===== src/common/debugLinkPkg.sv =====
package debugLinkPkg;

    // ======================================================================
    // Widths with a meaning on the link
    // ======================================================================

    // One byte on the serial line
    typedef logic [7:0] byteT;

    // Register file, 16 words of 16 bits
    typedef logic [3:0] regAddrT;
    typedef logic [15:0] regDataT;

    // LED register
    typedef logic [3:0] ledT;

    // Type byte plus length byte
    localparam int headerLen = 2;

    // ======================================================================
    // Message type codes
    // ======================================================================

    // Zero on the type position is idle and never forms a message
    localparam byteT msgSetLed = 8'd1;
    localparam byteT msgWriteReg = 8'd2;
    localparam byteT msgReadReg = 8'd3;
    localparam byteT msgEcho = 8'd4;

endpackage


===== src/msgHandler/msgHandler.sv =====
`timescale 1ns/1ps

module msgHandler #(
    parameter int maxPayloadLen = 3
) (
    input  logic clk,
    input  logic reset,
    input  logic inValid,
    input  logic [(debugLinkPkg::headerLen + maxPayloadLen) * 8 - 1:0] inMsg,
    output logic inPop,
    output debugLinkPkg::ledT led,
    output logic respReq,
    input  logic respAck,
    output debugLinkPkg::byteT respType,
    output debugLinkPkg::byteT respLen,
    output logic [maxPayloadLen * 8 - 1:0] respPayload
);
    localparam int payW = maxPayloadLen * 8;
    localparam int msgW = payW + debugLinkPkg::headerLen * 8;
    localparam debugLinkPkg::byteT maxLenByte = debugLinkPkg::byteT'(maxPayloadLen);

    typedef enum logic [1:0] {
        idle,
        decode,
        request,
        releasing
    } stateT;

    stateT state;
    logic [msgW-1:0] msgReg;
    debugLinkPkg::byteT msgType;
    debugLinkPkg::byteT msgLen;
    logic [payW-1:0] msgPayload;
    debugLinkPkg::regAddrT regAddr;
    debugLinkPkg::regDataT regFile [16];
    debugLinkPkg::regDataT readData;

    // Fields of the popped message
    assign msgType = msgReg[7:0];
    assign msgLen = msgReg[15:8];
    assign msgPayload = msgReg[msgW-1:16];
    assign regAddr = msgPayload[3:0];
    assign readData = regFile[regAddr];

    // ======================================================================
    // Message execution and request side of the handshake
    // ======================================================================

    always_ff @(posedge clk) begin
        if (reset) begin
            state <= idle;
            inPop <= 1'b0;
            respReq <= 1'b0;
            led <= '0;
            for (int i = 0; i < 16; i++) begin
                regFile[i] <= '0;
            end
        end else begin
            case (state)
                idle: begin
                    if (inPop && inValid) begin
                        inPop <= 1'b0;
                        state <= decode;
                    end else begin
                        inPop <= inValid;
                    end
                end
                decode: begin
                    state <= idle;
                    case (msgType)
                        debugLinkPkg::msgSetLed: begin
                            led <= msgPayload[3:0];
                        end
                        debugLinkPkg::msgWriteReg: begin
                            // Data arrives high byte first
                            regFile[regAddr] <= {msgPayload[15:8], msgPayload[23:16]};
                        end
                        debugLinkPkg::msgReadReg, debugLinkPkg::msgEcho: begin
                            respReq <= 1'b1;
                            state <= request;
                        end
                        default: begin
                            // Unknown types are consumed silently
                        end
                    endcase
                end
                request: begin
                    if (respAck) begin
                        respReq <= 1'b0;
                        state <= releasing;
                    end
                end
                default: begin
                    // Framer drops its ack before the next request
                    if (!respAck) begin
                        state <= idle;
                    end
                end
            endcase
        end
    end

    // Message capture and reply payload
    always_ff @(posedge clk) begin
        if (state == idle && inPop && inValid) begin
            msgReg <= inMsg;
        end
        if (state == decode) begin
            respType <= msgType;
            if (msgType == debugLinkPkg::msgReadReg) begin
                respLen <= 8'd3;
                respPayload <= payW'({readData[7:0], readData[15:8], 4'd0, regAddr});
            end else begin
                respLen <= (msgLen > maxLenByte) ? maxLenByte : msgLen;
                respPayload <= msgPayload;
            end
        end
    end

    // Request stays up until the framer has taken the whole reply
    reqHeldUntilAck: assert property (@(posedge clk) disable iff (reset)
        respReq && !respAck |=> respReq)
        else $error("msgHandler: respReq dropped before respAck");

endmodule


===== src/serialRx/serialRx.sv =====
`timescale 1ns/1ps

module serialRx #(
    parameter int maxPayloadLen = 3
) (
    input  logic clk,
    input  logic reset,
    input  logic debugCs,
    input  logic debugDi,
    output logic inPush,
    output logic [(debugLinkPkg::headerLen + maxPayloadLen) * 8 - 1:0] inMsg,
    input  logic inFull
);
    localparam int msgW = (debugLinkPkg::headerLen + maxPayloadLen) * 8;

    typedef enum logic [1:0] {
        waitType,
        waitLen,
        payload
    } stateT;

    stateT state;
    logic [8:0] shiftReg;
    logic byteReady;
    debugLinkPkg::byteT rxByte;
    debugLinkPkg::byteT payloadCount;
    logic [msgW-1:0] msgBuf;

    // ======================================================================
    // Bit shifter
    // ======================================================================

    // Sentinel starts at bit 0 and reaches bit 8 with the eighth data bit
    assign byteReady = shiftReg[8];
    assign rxByte = shiftReg[7:0];

    always_ff @(posedge clk) begin
        if (reset || !debugCs) begin
            shiftReg <= 9'd1;
        end else if (byteReady) begin
            // Restart with sentinel and the first bit of the next byte
            shiftReg <= {7'd0, 1'b1, debugDi};
        end else begin
            shiftReg <= {shiftReg[7:0], debugDi};
        end
    end

    // ======================================================================
    // Message framing
    // ======================================================================

    // Message being built doubles as the queue entry
    assign inMsg = msgBuf;

    always_ff @(posedge clk) begin
        if (reset || !debugCs) begin
            state <= waitType;
            inPush <= 1'b0;
            payloadCount <= '0;
        end else begin
            inPush <= 1'b0;
            if (byteReady) begin
                case (state)
                    waitType: begin
                        // Zero type bytes are idle fill
                        if (rxByte != '0) begin
                            state <= waitLen;
                        end
                    end
                    waitLen: begin
                        payloadCount <= '0;
                        if (rxByte == '0) begin
                            inPush <= !inFull;
                            state <= waitType;
                        end else begin
                            state <= payload;
                        end
                    end
                    default: begin
                        payloadCount <= payloadCount + 8'd1;
                        if (payloadCount + 8'd1 == msgBuf[15:8]) begin
                            // Whole message dropped if the queue has no room
                            inPush <= !inFull;
                            state <= waitType;
                        end
                    end
                endcase
            end
        end
    end

    always_ff @(posedge clk) begin
        if (debugCs && byteReady) begin
            if (state == waitType && rxByte != '0) begin
                // Unused payload positions stay zero
                msgBuf <= msgW'(rxByte);
            end else if (state == waitLen) begin
                msgBuf[15:8] <= rxByte;
            end else if (state == payload) begin
                for (int i = 0; i < maxPayloadLen; i++) begin
                    if (payloadCount == 8'(i)) begin
                        msgBuf[(i + debugLinkPkg::headerLen) * 8 +: 8] <= rxByte;
                    end
                end
            end
        end
    end

endmodule


===== src/serialTx/msgFramer.sv =====
`timescale 1ns/1ps

module msgFramer #(
    parameter int maxPayloadLen = 3
) (
    input  logic clk,
    input  logic reset,
    input  logic respReq,
    output logic respAck,
    input  debugLinkPkg::byteT respType,
    input  debugLinkPkg::byteT respLen,
    input  logic [maxPayloadLen * 8 - 1:0] respPayload,
    output logic outPush,
    output debugLinkPkg::byteT outByte,
    input  logic outFull
);
    typedef enum logic [1:0] {
        idle,
        send,
        ackWait
    } stateT;

    stateT state;
    logic [8:0] byteIdx;
    logic [8:0] lastIdx;

    // Header bytes come first, then the payload
    assign lastIdx = {1'b0, respLen} + 9'(debugLinkPkg::headerLen - 1);

    always_comb begin
        outByte = '0;
        if (byteIdx == 9'd0) begin
            outByte = respType;
        end else if (byteIdx == 9'd1) begin
            outByte = respLen;
        end else begin
            for (int i = 0; i < maxPayloadLen; i++) begin
                if (byteIdx == 9'(i + debugLinkPkg::headerLen)) begin
                    outByte = respPayload[i * 8 +: 8];
                end
            end
        end
    end

    // One byte per cycle while the queue has room
    assign outPush = (state == send) && !outFull;

    // ======================================================================
    // Acknowledge side of the handshake
    // ======================================================================

    always_ff @(posedge clk) begin
        if (reset) begin
            state <= idle;
            respAck <= 1'b0;
            byteIdx <= '0;
        end else begin
            case (state)
                idle: begin
                    if (respReq) begin
                        byteIdx <= '0;
                        state <= send;
                    end
                end
                send: begin
                    if (!outFull) begin
                        if (byteIdx == lastIdx) begin
                            respAck <= 1'b1;
                            state <= ackWait;
                        end else begin
                            byteIdx <= byteIdx + 9'd1;
                        end
                    end
                end
                default: begin
                    if (!respReq) begin
                        respAck <= 1'b0;
                        state <= idle;
                    end
                end
            endcase
        end
    end

endmodule


===== src/serialTx/serialTx.sv =====
`timescale 1ns/1ps

module serialTx (
    input  logic clk,
    input  logic reset,
    input  logic debugCs,
    input  logic outValid,
    input  debugLinkPkg::byteT outByte,
    output logic outPop,
    output logic debugDo
);
    logic [8:0] shiftReg;
    logic loadByte;
    debugLinkPkg::byteT nextByte;

    // ======================================================================
    // Byte loading
    // ======================================================================

    // Empty register means the first slot after select rises
    // Sentinel at bit 7 means the last bit of the byte is on the line
    assign loadByte = debugCs && (shiftReg == 9'd0 || shiftReg[7:0] == 8'h80);

    // Zero byte when nothing is queued
    assign nextByte = outValid ? outByte : 8'h00;
    assign outPop = loadByte && outValid;

    // ======================================================================
    // Shifter
    // ======================================================================

    always_ff @(posedge clk) begin
        if (reset || !debugCs) begin
            shiftReg <= '0;
        end else if (loadByte) begin
            // Sentinel trails the data
            shiftReg <= {nextByte, 1'b1};
        end else begin
            shiftReg <= {shiftReg[7:0], 1'b0};
        end
    end

    // MSB first
    assign debugDo = shiftReg[8];

endmodule


===== src/source/debugLinkTop.sv =====
`timescale 1ns/1ps

module debugLinkTop #(
    parameter int maxPayloadLen = 3,
    parameter int inDepth = 4,
    parameter int outDepth = 16
) (
    input  logic clk,
    input  logic reset,
    input  logic debugCs,
    input  logic debugDi,
    output logic debugDo,
    output debugLinkPkg::ledT led
);
    localparam int msgW = (debugLinkPkg::headerLen + maxPayloadLen) * 8;
    localparam int payW = maxPayloadLen * 8;

    // Inbound side
    logic inPush;
    logic [msgW-1:0] inMsg;
    logic inFull;
    logic inValid;
    logic inPop;
    logic [msgW-1:0] inMsgOut;

    // Reply handshake
    logic respReq;
    logic respAck;
    debugLinkPkg::byteT respType;
    debugLinkPkg::byteT respLen;
    logic [payW-1:0] respPayload;

    // Outbound side
    logic outPush;
    debugLinkPkg::byteT outByte;
    logic outFull;
    logic outValid;
    logic outPop;
    debugLinkPkg::byteT outHead;

    // ======================================================================
    // Input side
    // ======================================================================

    serialRx #(
        .maxPayloadLen(maxPayloadLen)
    ) rx (
        .clk(clk),
        .reset(reset),
        .debugCs(debugCs),
        .debugDi(debugDi),
        .inPush(inPush),
        .inMsg(inMsg),
        .inFull(inFull)
    );

    msgQueue #(
        .width(msgW),
        .depth(inDepth)
    ) inQueue (
        .clk(clk),
        .reset(reset),
        .push(inPush),
        .pushData(inMsg),
        .full(inFull),
        .pop(inPop),
        .popData(inMsgOut),
        .valid(inValid)
    );

    // ======================================================================
    // Processing
    // ======================================================================

    msgHandler #(
        .maxPayloadLen(maxPayloadLen)
    ) handler (
        .clk(clk),
        .reset(reset),
        .inValid(inValid),
        .inMsg(inMsgOut),
        .inPop(inPop),
        .led(led),
        .respReq(respReq),
        .respAck(respAck),
        .respType(respType),
        .respLen(respLen),
        .respPayload(respPayload)
    );

    // ======================================================================
    // Output side
    // ======================================================================

    msgFramer #(
        .maxPayloadLen(maxPayloadLen)
    ) framer (
        .clk(clk),
        .reset(reset),
        .respReq(respReq),
        .respAck(respAck),
        .respType(respType),
        .respLen(respLen),
        .respPayload(respPayload),
        .outPush(outPush),
        .outByte(outByte),
        .outFull(outFull)
    );

    msgQueue #(
        .width(8),
        .depth(outDepth)
    ) outQueue (
        .clk(clk),
        .reset(reset),
        .push(outPush),
        .pushData(outByte),
        .full(outFull),
        .pop(outPop),
        .popData(outHead),
        .valid(outValid)
    );

    serialTx tx (
        .clk(clk),
        .reset(reset),
        .debugCs(debugCs),
        .outValid(outValid),
        .outByte(outHead),
        .outPop(outPop),
        .debugDo(debugDo)
    );

endmodule


===== src/source/msgQueue.sv =====
`timescale 1ns/1ps

module msgQueue #(
    parameter int width = 8,
    parameter int depth = 4
) (
    input  logic             clk,
    input  logic             reset,
    input  logic             push,
    input  logic [width-1:0] pushData,
    output logic             full,
    input  logic             pop,
    output logic [width-1:0] popData,
    output logic             valid
);
    localparam int ptrW = (depth > 1) ? $clog2(depth) : 1;
    localparam int cntW = $clog2(depth + 1);

    logic [width-1:0] mem [depth];
    logic [ptrW-1:0] rdPtr;
    logic [ptrW-1:0] wrPtr;
    logic [cntW-1:0] count;
    logic doPush;
    logic doPop;

    assign full = (count == cntW'(depth));
    assign valid = (count != '0);
    assign doPush = push && !full;
    assign doPop = pop && valid;

    // Head entry is always visible
    assign popData = mem[rdPtr];

    always_ff @(posedge clk) begin
        if (doPush) begin
            mem[wrPtr] <= pushData;
        end
    end

    always_ff @(posedge clk) begin
        if (reset) begin
            rdPtr <= '0;
            wrPtr <= '0;
            count <= '0;
        end else begin
            if (doPush) begin
                wrPtr <= (wrPtr == ptrW'(depth - 1)) ? '0 : wrPtr + 1'b1;
            end
            if (doPop) begin
                rdPtr <= (rdPtr == ptrW'(depth - 1)) ? '0 : rdPtr + 1'b1;
            end
            case ({doPush, doPop})
                2'b10: count <= count + 1'b1;
                2'b01: count <= count - 1'b1;
                default: count <= count;
            endcase
        end
    end

    // Producer and consumer must both look at the flags first
    noPushWhenFull: assert property (@(posedge clk) disable iff (reset) push |-> !full)
        else $error("msgQueue: push while full");
    noPopWhenEmpty: assert property (@(posedge clk) disable iff (reset) pop |-> valid)
        else $error("msgQueue: pop while empty");

endmodule


===== config.mk =====
export PLATFORM = sky130hd
export DESIGN_NAME = debugLinkTop
export DESIGN_NICKNAME = d
export VERILOG_FILES = /design/src/common/debugLinkPkg.sv /design/src/msgHandler/msgHandler.sv /design/src/serialRx/serialRx.sv /design/src/serialTx/msgFramer.sv /design/src/serialTx/serialTx.sv /design/src/source/debugLinkTop.sv /design/src/source/msgQueue.sv
export SDC_FILE = /design/constraint.sdc
export NUM_CORES = 1
export LEC_CHECK = 0
export ABC_AREA = 1
export BUFFER_PORTS_ARGS = -buffer_cell sky130_fd_sc_hd__buf_2
export CORE_MARGIN = 1
export CORE_UTILIZATION = 50
export CTS_BUF_LIST = sky130_fd_sc_hd__clkbuf_16
export DETAILED_ROUTE_END_ITERATION = 7
export GPL_ROUTABILITY_DRIVEN = 0
export PLACE_DENSITY = 0.7
export SLEW_MARGIN = 20
export SYNTH_ARGS = -nofsm -noshare
export SYNTH_HDL_FRONTEND = slang
export SYNTH_SLANG_ARGS = --single-unit

===== constraint.sdc =====
create_clock -name clk -period 3.3 [get_ports clk]
set_input_delay 0.66 -clock clk [delete_from_list [all_inputs] [get_ports clk]]
set_output_delay 0.66 -clock clk [all_outputs]
set_load 0.1 [all_outputs]

==> results.cfg, run 1 <==
[status]
run_status = completed

[critical_path]
worstSetupPathType = flip-flop to flip-flop
crit_chain = or2_1 > nor4_4 > nand4_4 > nor3_4 > nand2_4 > nand2_1 > buf_4
critical_path_required_ps = 3590
r2r_setup_slack_ps = 630
crit_fanout = 17
rr_worst_depth = 7
critPathLaunchType = flip-flop
crit_buf_inv = 1
worst_path_largest_cell_delay_ps = 550
arrival_ps = 2960
cpMaxStageDelayCell = nor3_4
r2r_end = handler.regFile[5][14]
timing.rr.start = handler.msgReg[3]
crit_family = simple AND/OR/NAND/NOR gates
crit_cells = 7
end_kind = flip-flop
startpoint = handler.msgReg[3]
cp-endpoint = handler.regFile[5][14]

[clock_network]
path_clk_slew_ps = 60
cts_resized = 0
clk_latency_ps = 610
ctsHoldBuffers = 0
htreeDepth = 3
cts.sinks = 737
cts-root-buf = clkbuf_16
numCtsBuffers = 74
cts_setup_buffers = 0
cts_tree = built
clk_path_buf_depth = 3

[power_and_ir_drop]
vdd_ir_drop_max_mv = 0.6979
p_leak_uw = 0.01223
power-per-cell-area_mw_per_mm2 = 719.3

[global_route]
grt_max_degree = 63
globalRoute.totalOverflow = 0
first_global_vias = 19150
grt.total_usage = 0.2276
grt_first_pass_wirelength_mm = 106.7
antenna_found_initial = 2

[die]
coreArea_mm2 = 0.05946
ios = 9
fp-row-count = 89
initial_utilization = 0.5099
die_w_um = 248.3
dieArea_mm2 = 0.06164
die_h_um = 248.3

[yosys]
ys_ff_latch = 737
syn_area_mm2 = 0.03032
ys_seq_area_frac = 0.7058
synth_cells = 2593
synth_ff_type = edfxtp_1
synth_edf_count = 664
synth_cell_type_count = 43
syn_avg_cell_area_um2 = 11.69
yosysWarnings = 0
async_flop_share = 0

[drt]
detail-route-antenna-nets = 0
wl_per_cell_um = 20.00
vias = 19680
routed_via_density = 5.698
drtIter0Drc = 2072
firstDrtPassIters = 5
drc = 0
drt_wl_total_mm = 69.06

[sta]
finalSetupViolCount = 0
slew_viol_final = 0
finalSetupTns_ps = 0
period_minus_slack_ps = 2670
rsz0062_at_grt = false
finalCritPeriodShare = 0.8090
hold_ws_ps = 237.3
relSlewSlack = 0.3420
fin_worst_skew_ps = 19.12
fin_ws_ps = 630.4
hold_viol = 0
fmax_mhz = 374.6
tightest_slew_ps = 985.9

[min_path]
hold_start = debugDi
hold_class = input pin to flip-flop

[final_layout]
nNetsFinal = 2652
final_cell_mix = edfxtp_1 (664), nor2_1 (464), nand2_1 (363)
seq_area_mm2 = 0.02141
drive_above_1_share = 0.08585
fill_cells = 4784
multi_input_area_mm2 = 0.007747
area_growth_pct = 11.30
fin_util = 0.5676
final_common_cell = edfxtp_1
design_area_mm2 = 0.03375

[placed_design]
dpl_cell_area_mm2 = 0.03142
dp_hpwl_mm = 43.76
dpl_worst_slack_ps = 450.7
port_buffers = 8

[run]
maxCapViolCount = 0
routing by layer:
metal  up-vias  track usage  wire (µm)
li1       9175            -          -
met1      9559       0.3034      28300
met2       791       0.3655      32930
met3       149      0.04460       5585
met4         2      0.09577       2236
met5         -            0          8
sequential cells by signal (all words and copies together) (netlist names), 3 cells and up, named ones only:
signal / count
inQueue.mem: 160
outQueue.wrPtr: 4
outQueue.rdPtr: 4
rx.shiftReg: 9
rx.inMsg: 40
handler.respType: 8
rx.payloadCount: 8
framer.byteIdx: 9
outQueue.count: 5
handler.msgReg: 40
inQueue.count: 3
handler.regFile: 256
handler.respPayload: 24
tx.shiftReg: 9
outQueue.mem: 128
handler.respLen: 8
handler.led: 4
worst min-delay path by stage:
| stage | slack (ps) | to | cells after the start |
|---|---|---|---|
| final | 240 | rx.shiftReg[0] | 2 |
| after global routing | 230 | rx.shiftReg[0] | 2 |
| after CTS | 200 | rx.shiftReg[0] | 2 |
| after detailed placement | 420 | rx.inMsg[2] | 0 |
| after global placement | 420 | rx.inMsg[6] | 0 |
| after floorplan | 410 | rx.inMsg[0] | 0 |
synth_stat cells, drive strengths merged (4+ instances only):
cell    number  area [µm²]
edfxtp     664       19940
nor2       484        1849
nand2      376        1464
inv        177       664.4
o21ai      164       820.8
a21oi      108       540.5
clkbuf     103       386.6
a22oi       96       720.7
nand3       80       400.4
dfxtp       73        1461
o211ai      40       300.3
o22ai       40       250.2
nand4       39       259.0
mux2i       32       320.3
ha          27       337.8
buf         26       151.4
clkinv      14       52.55
nor3         9       67.56
a41oi        6       52.55
nor4         6       52.55
xor2         6       52.55
or2          4       25.03
xnor2        4       35.03
through the flow:
step,power (µW),std cells
4_1_cts,24380,3452
5_1_grt,25240,3452
3_5_place_dp,16400,3317
6_report,24280,3453
2_1_floorplan,14640,2598
3_3_place_gp,16270,3317
power by group:
group	total (µW)	internal, µW	switching (µW)
clock	8030	4560	3480
sequential	11900	11600	316
combinational	4320	1220	3100
total	24300	17400	6900
cell type report:
cell class	count	area share
repair buffers	75	0.01720
inverters	191	0.02124
flip-flops and latches	737	0.6342
diodes	1	0.00007415
well taps	773	0.02866
clock inverters	60	0.01342
clock buffers	75	0.05561
multi-input cells	1541	0.2296
kinds of logic after synthesis:
| group | synth area share |
|---|---|
| AOI/OAI and AO/OA | 0.09020 |
| xor gates and xnor gates | 0.002888 |
| adders and majority gates | 0.01180 |
| buffers and inverters | 0.04139 |
| DFF | 0.7058 |
| muxes | 0.01056 |
| other | 0.0001237 |
| and+or+nand+nor | 0.1373 |
No activity file was read; power rests on OpenSTA's default activity.
==> run 2: changes to the inputs <==
- clock period: 3.3 -> 2.2 ns (I/O delays scaled with it)
==> results.cfg, run 2 (synthesized netlist as in run 1, its figures left out) <==
[global_route]
globalRoute.totalOverflow = 0
antenna_found_initial = 1
grt_max_degree = 73
grt_first_pass_wirelength_mm = 109.1
grt.total_usage = 0.2340
first_global_vias = 19520

[sta]
hold_ws_ps = 289.2
relSlewSlack = 0.3632
fmax_mhz = 465.4
finalSetupTns_ps = 0
slew_viol_final = 0
finalSetupViolCount = 0
tightest_slew_ps = 949.3
finalCritPeriodShare = 0.9768
hold_viol = 0
rsz0062_at_grt = true
period_minus_slack_ps = 2149
fin_worst_skew_ps = 22.12

[final_layout]
final_cell_mix = edfxtp_1 (664), nor2_1 (464), nand2_1 (346)
stdcell_count = 3517
nNetsFinal = 2720
largest_register_ffs = 256
final_common_cell = edfxtp_1
largest_register = handler.regFile
fin_util = 0.5864
area_growth_pct = 14.99
diodes = 0
reg.largest.list = handler.regFile x256, inQueue.mem x160, outQueue.mem x128
drive_above_1_share = 0.1155

[critical_path]
arrival_ps = 2430
critPathLaunchType = flip-flop
cp-endpoint = handler.regFile[3][14]
end_kind = flip-flop
r2r_end = handler.regFile[3][14]
critical_path_required_ps = 2480
r2r_setup_slack_ps = 50
rr_worst_depth = 6
crit_fanout = 16
worstSetupPathType = flip-flop to flip-flop
timing.rr.start = handler.msgReg[3]
startpoint = handler.msgReg[3]

[clock_network]
htreeDepth = 3
clk_path_buf_depth = 3
cts_tree = built
numCtsBuffers = 74
cts.sinks = 737
path_clk_slew_ps = 60
cts-root-buf = clkbuf_16
clk_latency_ps = 600

[die]
dieArea_mm2 = 0.06164
die_h_um = 248.3
fp-row-count = 89
die_w_um = 248.3
ios = 9
initial_utilization = 0.5099
coreArea_mm2 = 0.05946

[status]
run_status = completed

[drt]
drt_wl_total_mm = 70.93
firstDrtPassIters = 5
drt-met1-wl_mm = 28.66
routed_via_density = 5.692
vias = 20020
wl_per_cell_um = 20.17
drtIter0Drc = 2217
drc = 0
top_layer = met4
detail-route-antenna-nets = 0
dr_wl_met3_mm = 6.361
wl_met2_mm = 33.77

[run]
maxCapViolCount = 0

[placed_design]
port_buffers = 8
dp.cells = 3382
dp_hpwl_mm = 45.42

[min_path]
hold_class = input pin to flip-flop

[power_and_ir_drop]
power-per-cell-area_mw_per_mm2 = 1088
p_leak_uw = 0.01276
vdd_ir_drop_max_mv = 0.9744
==> run 2: changes by cell type in the layout (fill, tap and decap cells not counted), sizes merged <==
cell,before,now
clkinvlp,2,0
nand2,376,377
bufinv,5,10
inv,197,201
diode,1,0
dlygate4sd3,0,1
clkinv,47,36
buf,75,141
clkbuf,75,76
==> run 2: repair_timing <==
action	4_1_cts	5_1_grt
setup buffers	0	1
resized for setup	1	15
pin swaps	1	0
hold buffers	1	0
hold endpoints to repair	1	0
gates cloned	0	1
setup endpoints to repair	117	395
==> run 2: power by group <==
group          switching [µW]  total (µW)  internal, µW
Sequential                343       17700         17400
Combinational            4960        7710          2740
Clock                    5080       12500          7410
==> run 2: area by class of cell <==
cell class              instances  area (µm²)
clock buffers                  76        1902
clock inverters                56       503.0
fillers                      4630       24600
inverters                     191       716.9
multi-input cells            1542        7989
flip-flops and latches        737       21410
well taps                     773       967.2
repair buffers                142        1380
==> run 2: per-layer routing <==
layer	vias to the layer above	GRT usage
met2	869	0.3775
met1	9687	0.3161
met3	138	0.04256
met5	-	0
met4	0	0.08967
li1	9325	-
==> run 2: critical path, stage by stage (launching register included) <==
cell and delay [ps]:
edfxtp_1 390, or2_4 290, nor4_4 190, nand4_4 230, nor2_2 310, nand2_1 170, nand2_4 240
==> run 2: stage by stage <==
step                power, µW  setup WS, ps  cell area (µm²)
CTS                     37870         1.751            34780
finish                  37930         51.14            34870
floorplan               22030        -579.7            30520
global route            39500        -34.44            34870
detailed placement      25480        -43.65            32350
global placement        25210        -29.50            32350
==> run 2: worst min path at each step <==
stage                    from              to  slack, ps  cells after the start
5_1_grt               debugCs  tx.shiftReg[0]        290                      4
2_1_floorplan  rx.shiftReg[0]     rx.inMsg[0]        410                      0
3_5_place_dp   rx.shiftReg[3]     rx.inMsg[3]        420                      0
6_report              debugCs  tx.shiftReg[0]        290                      4
4_1_cts               debugCs  tx.shiftReg[0]        250                      4
3_3_place_gp   rx.shiftReg[3]     rx.inMsg[3]        420                      0
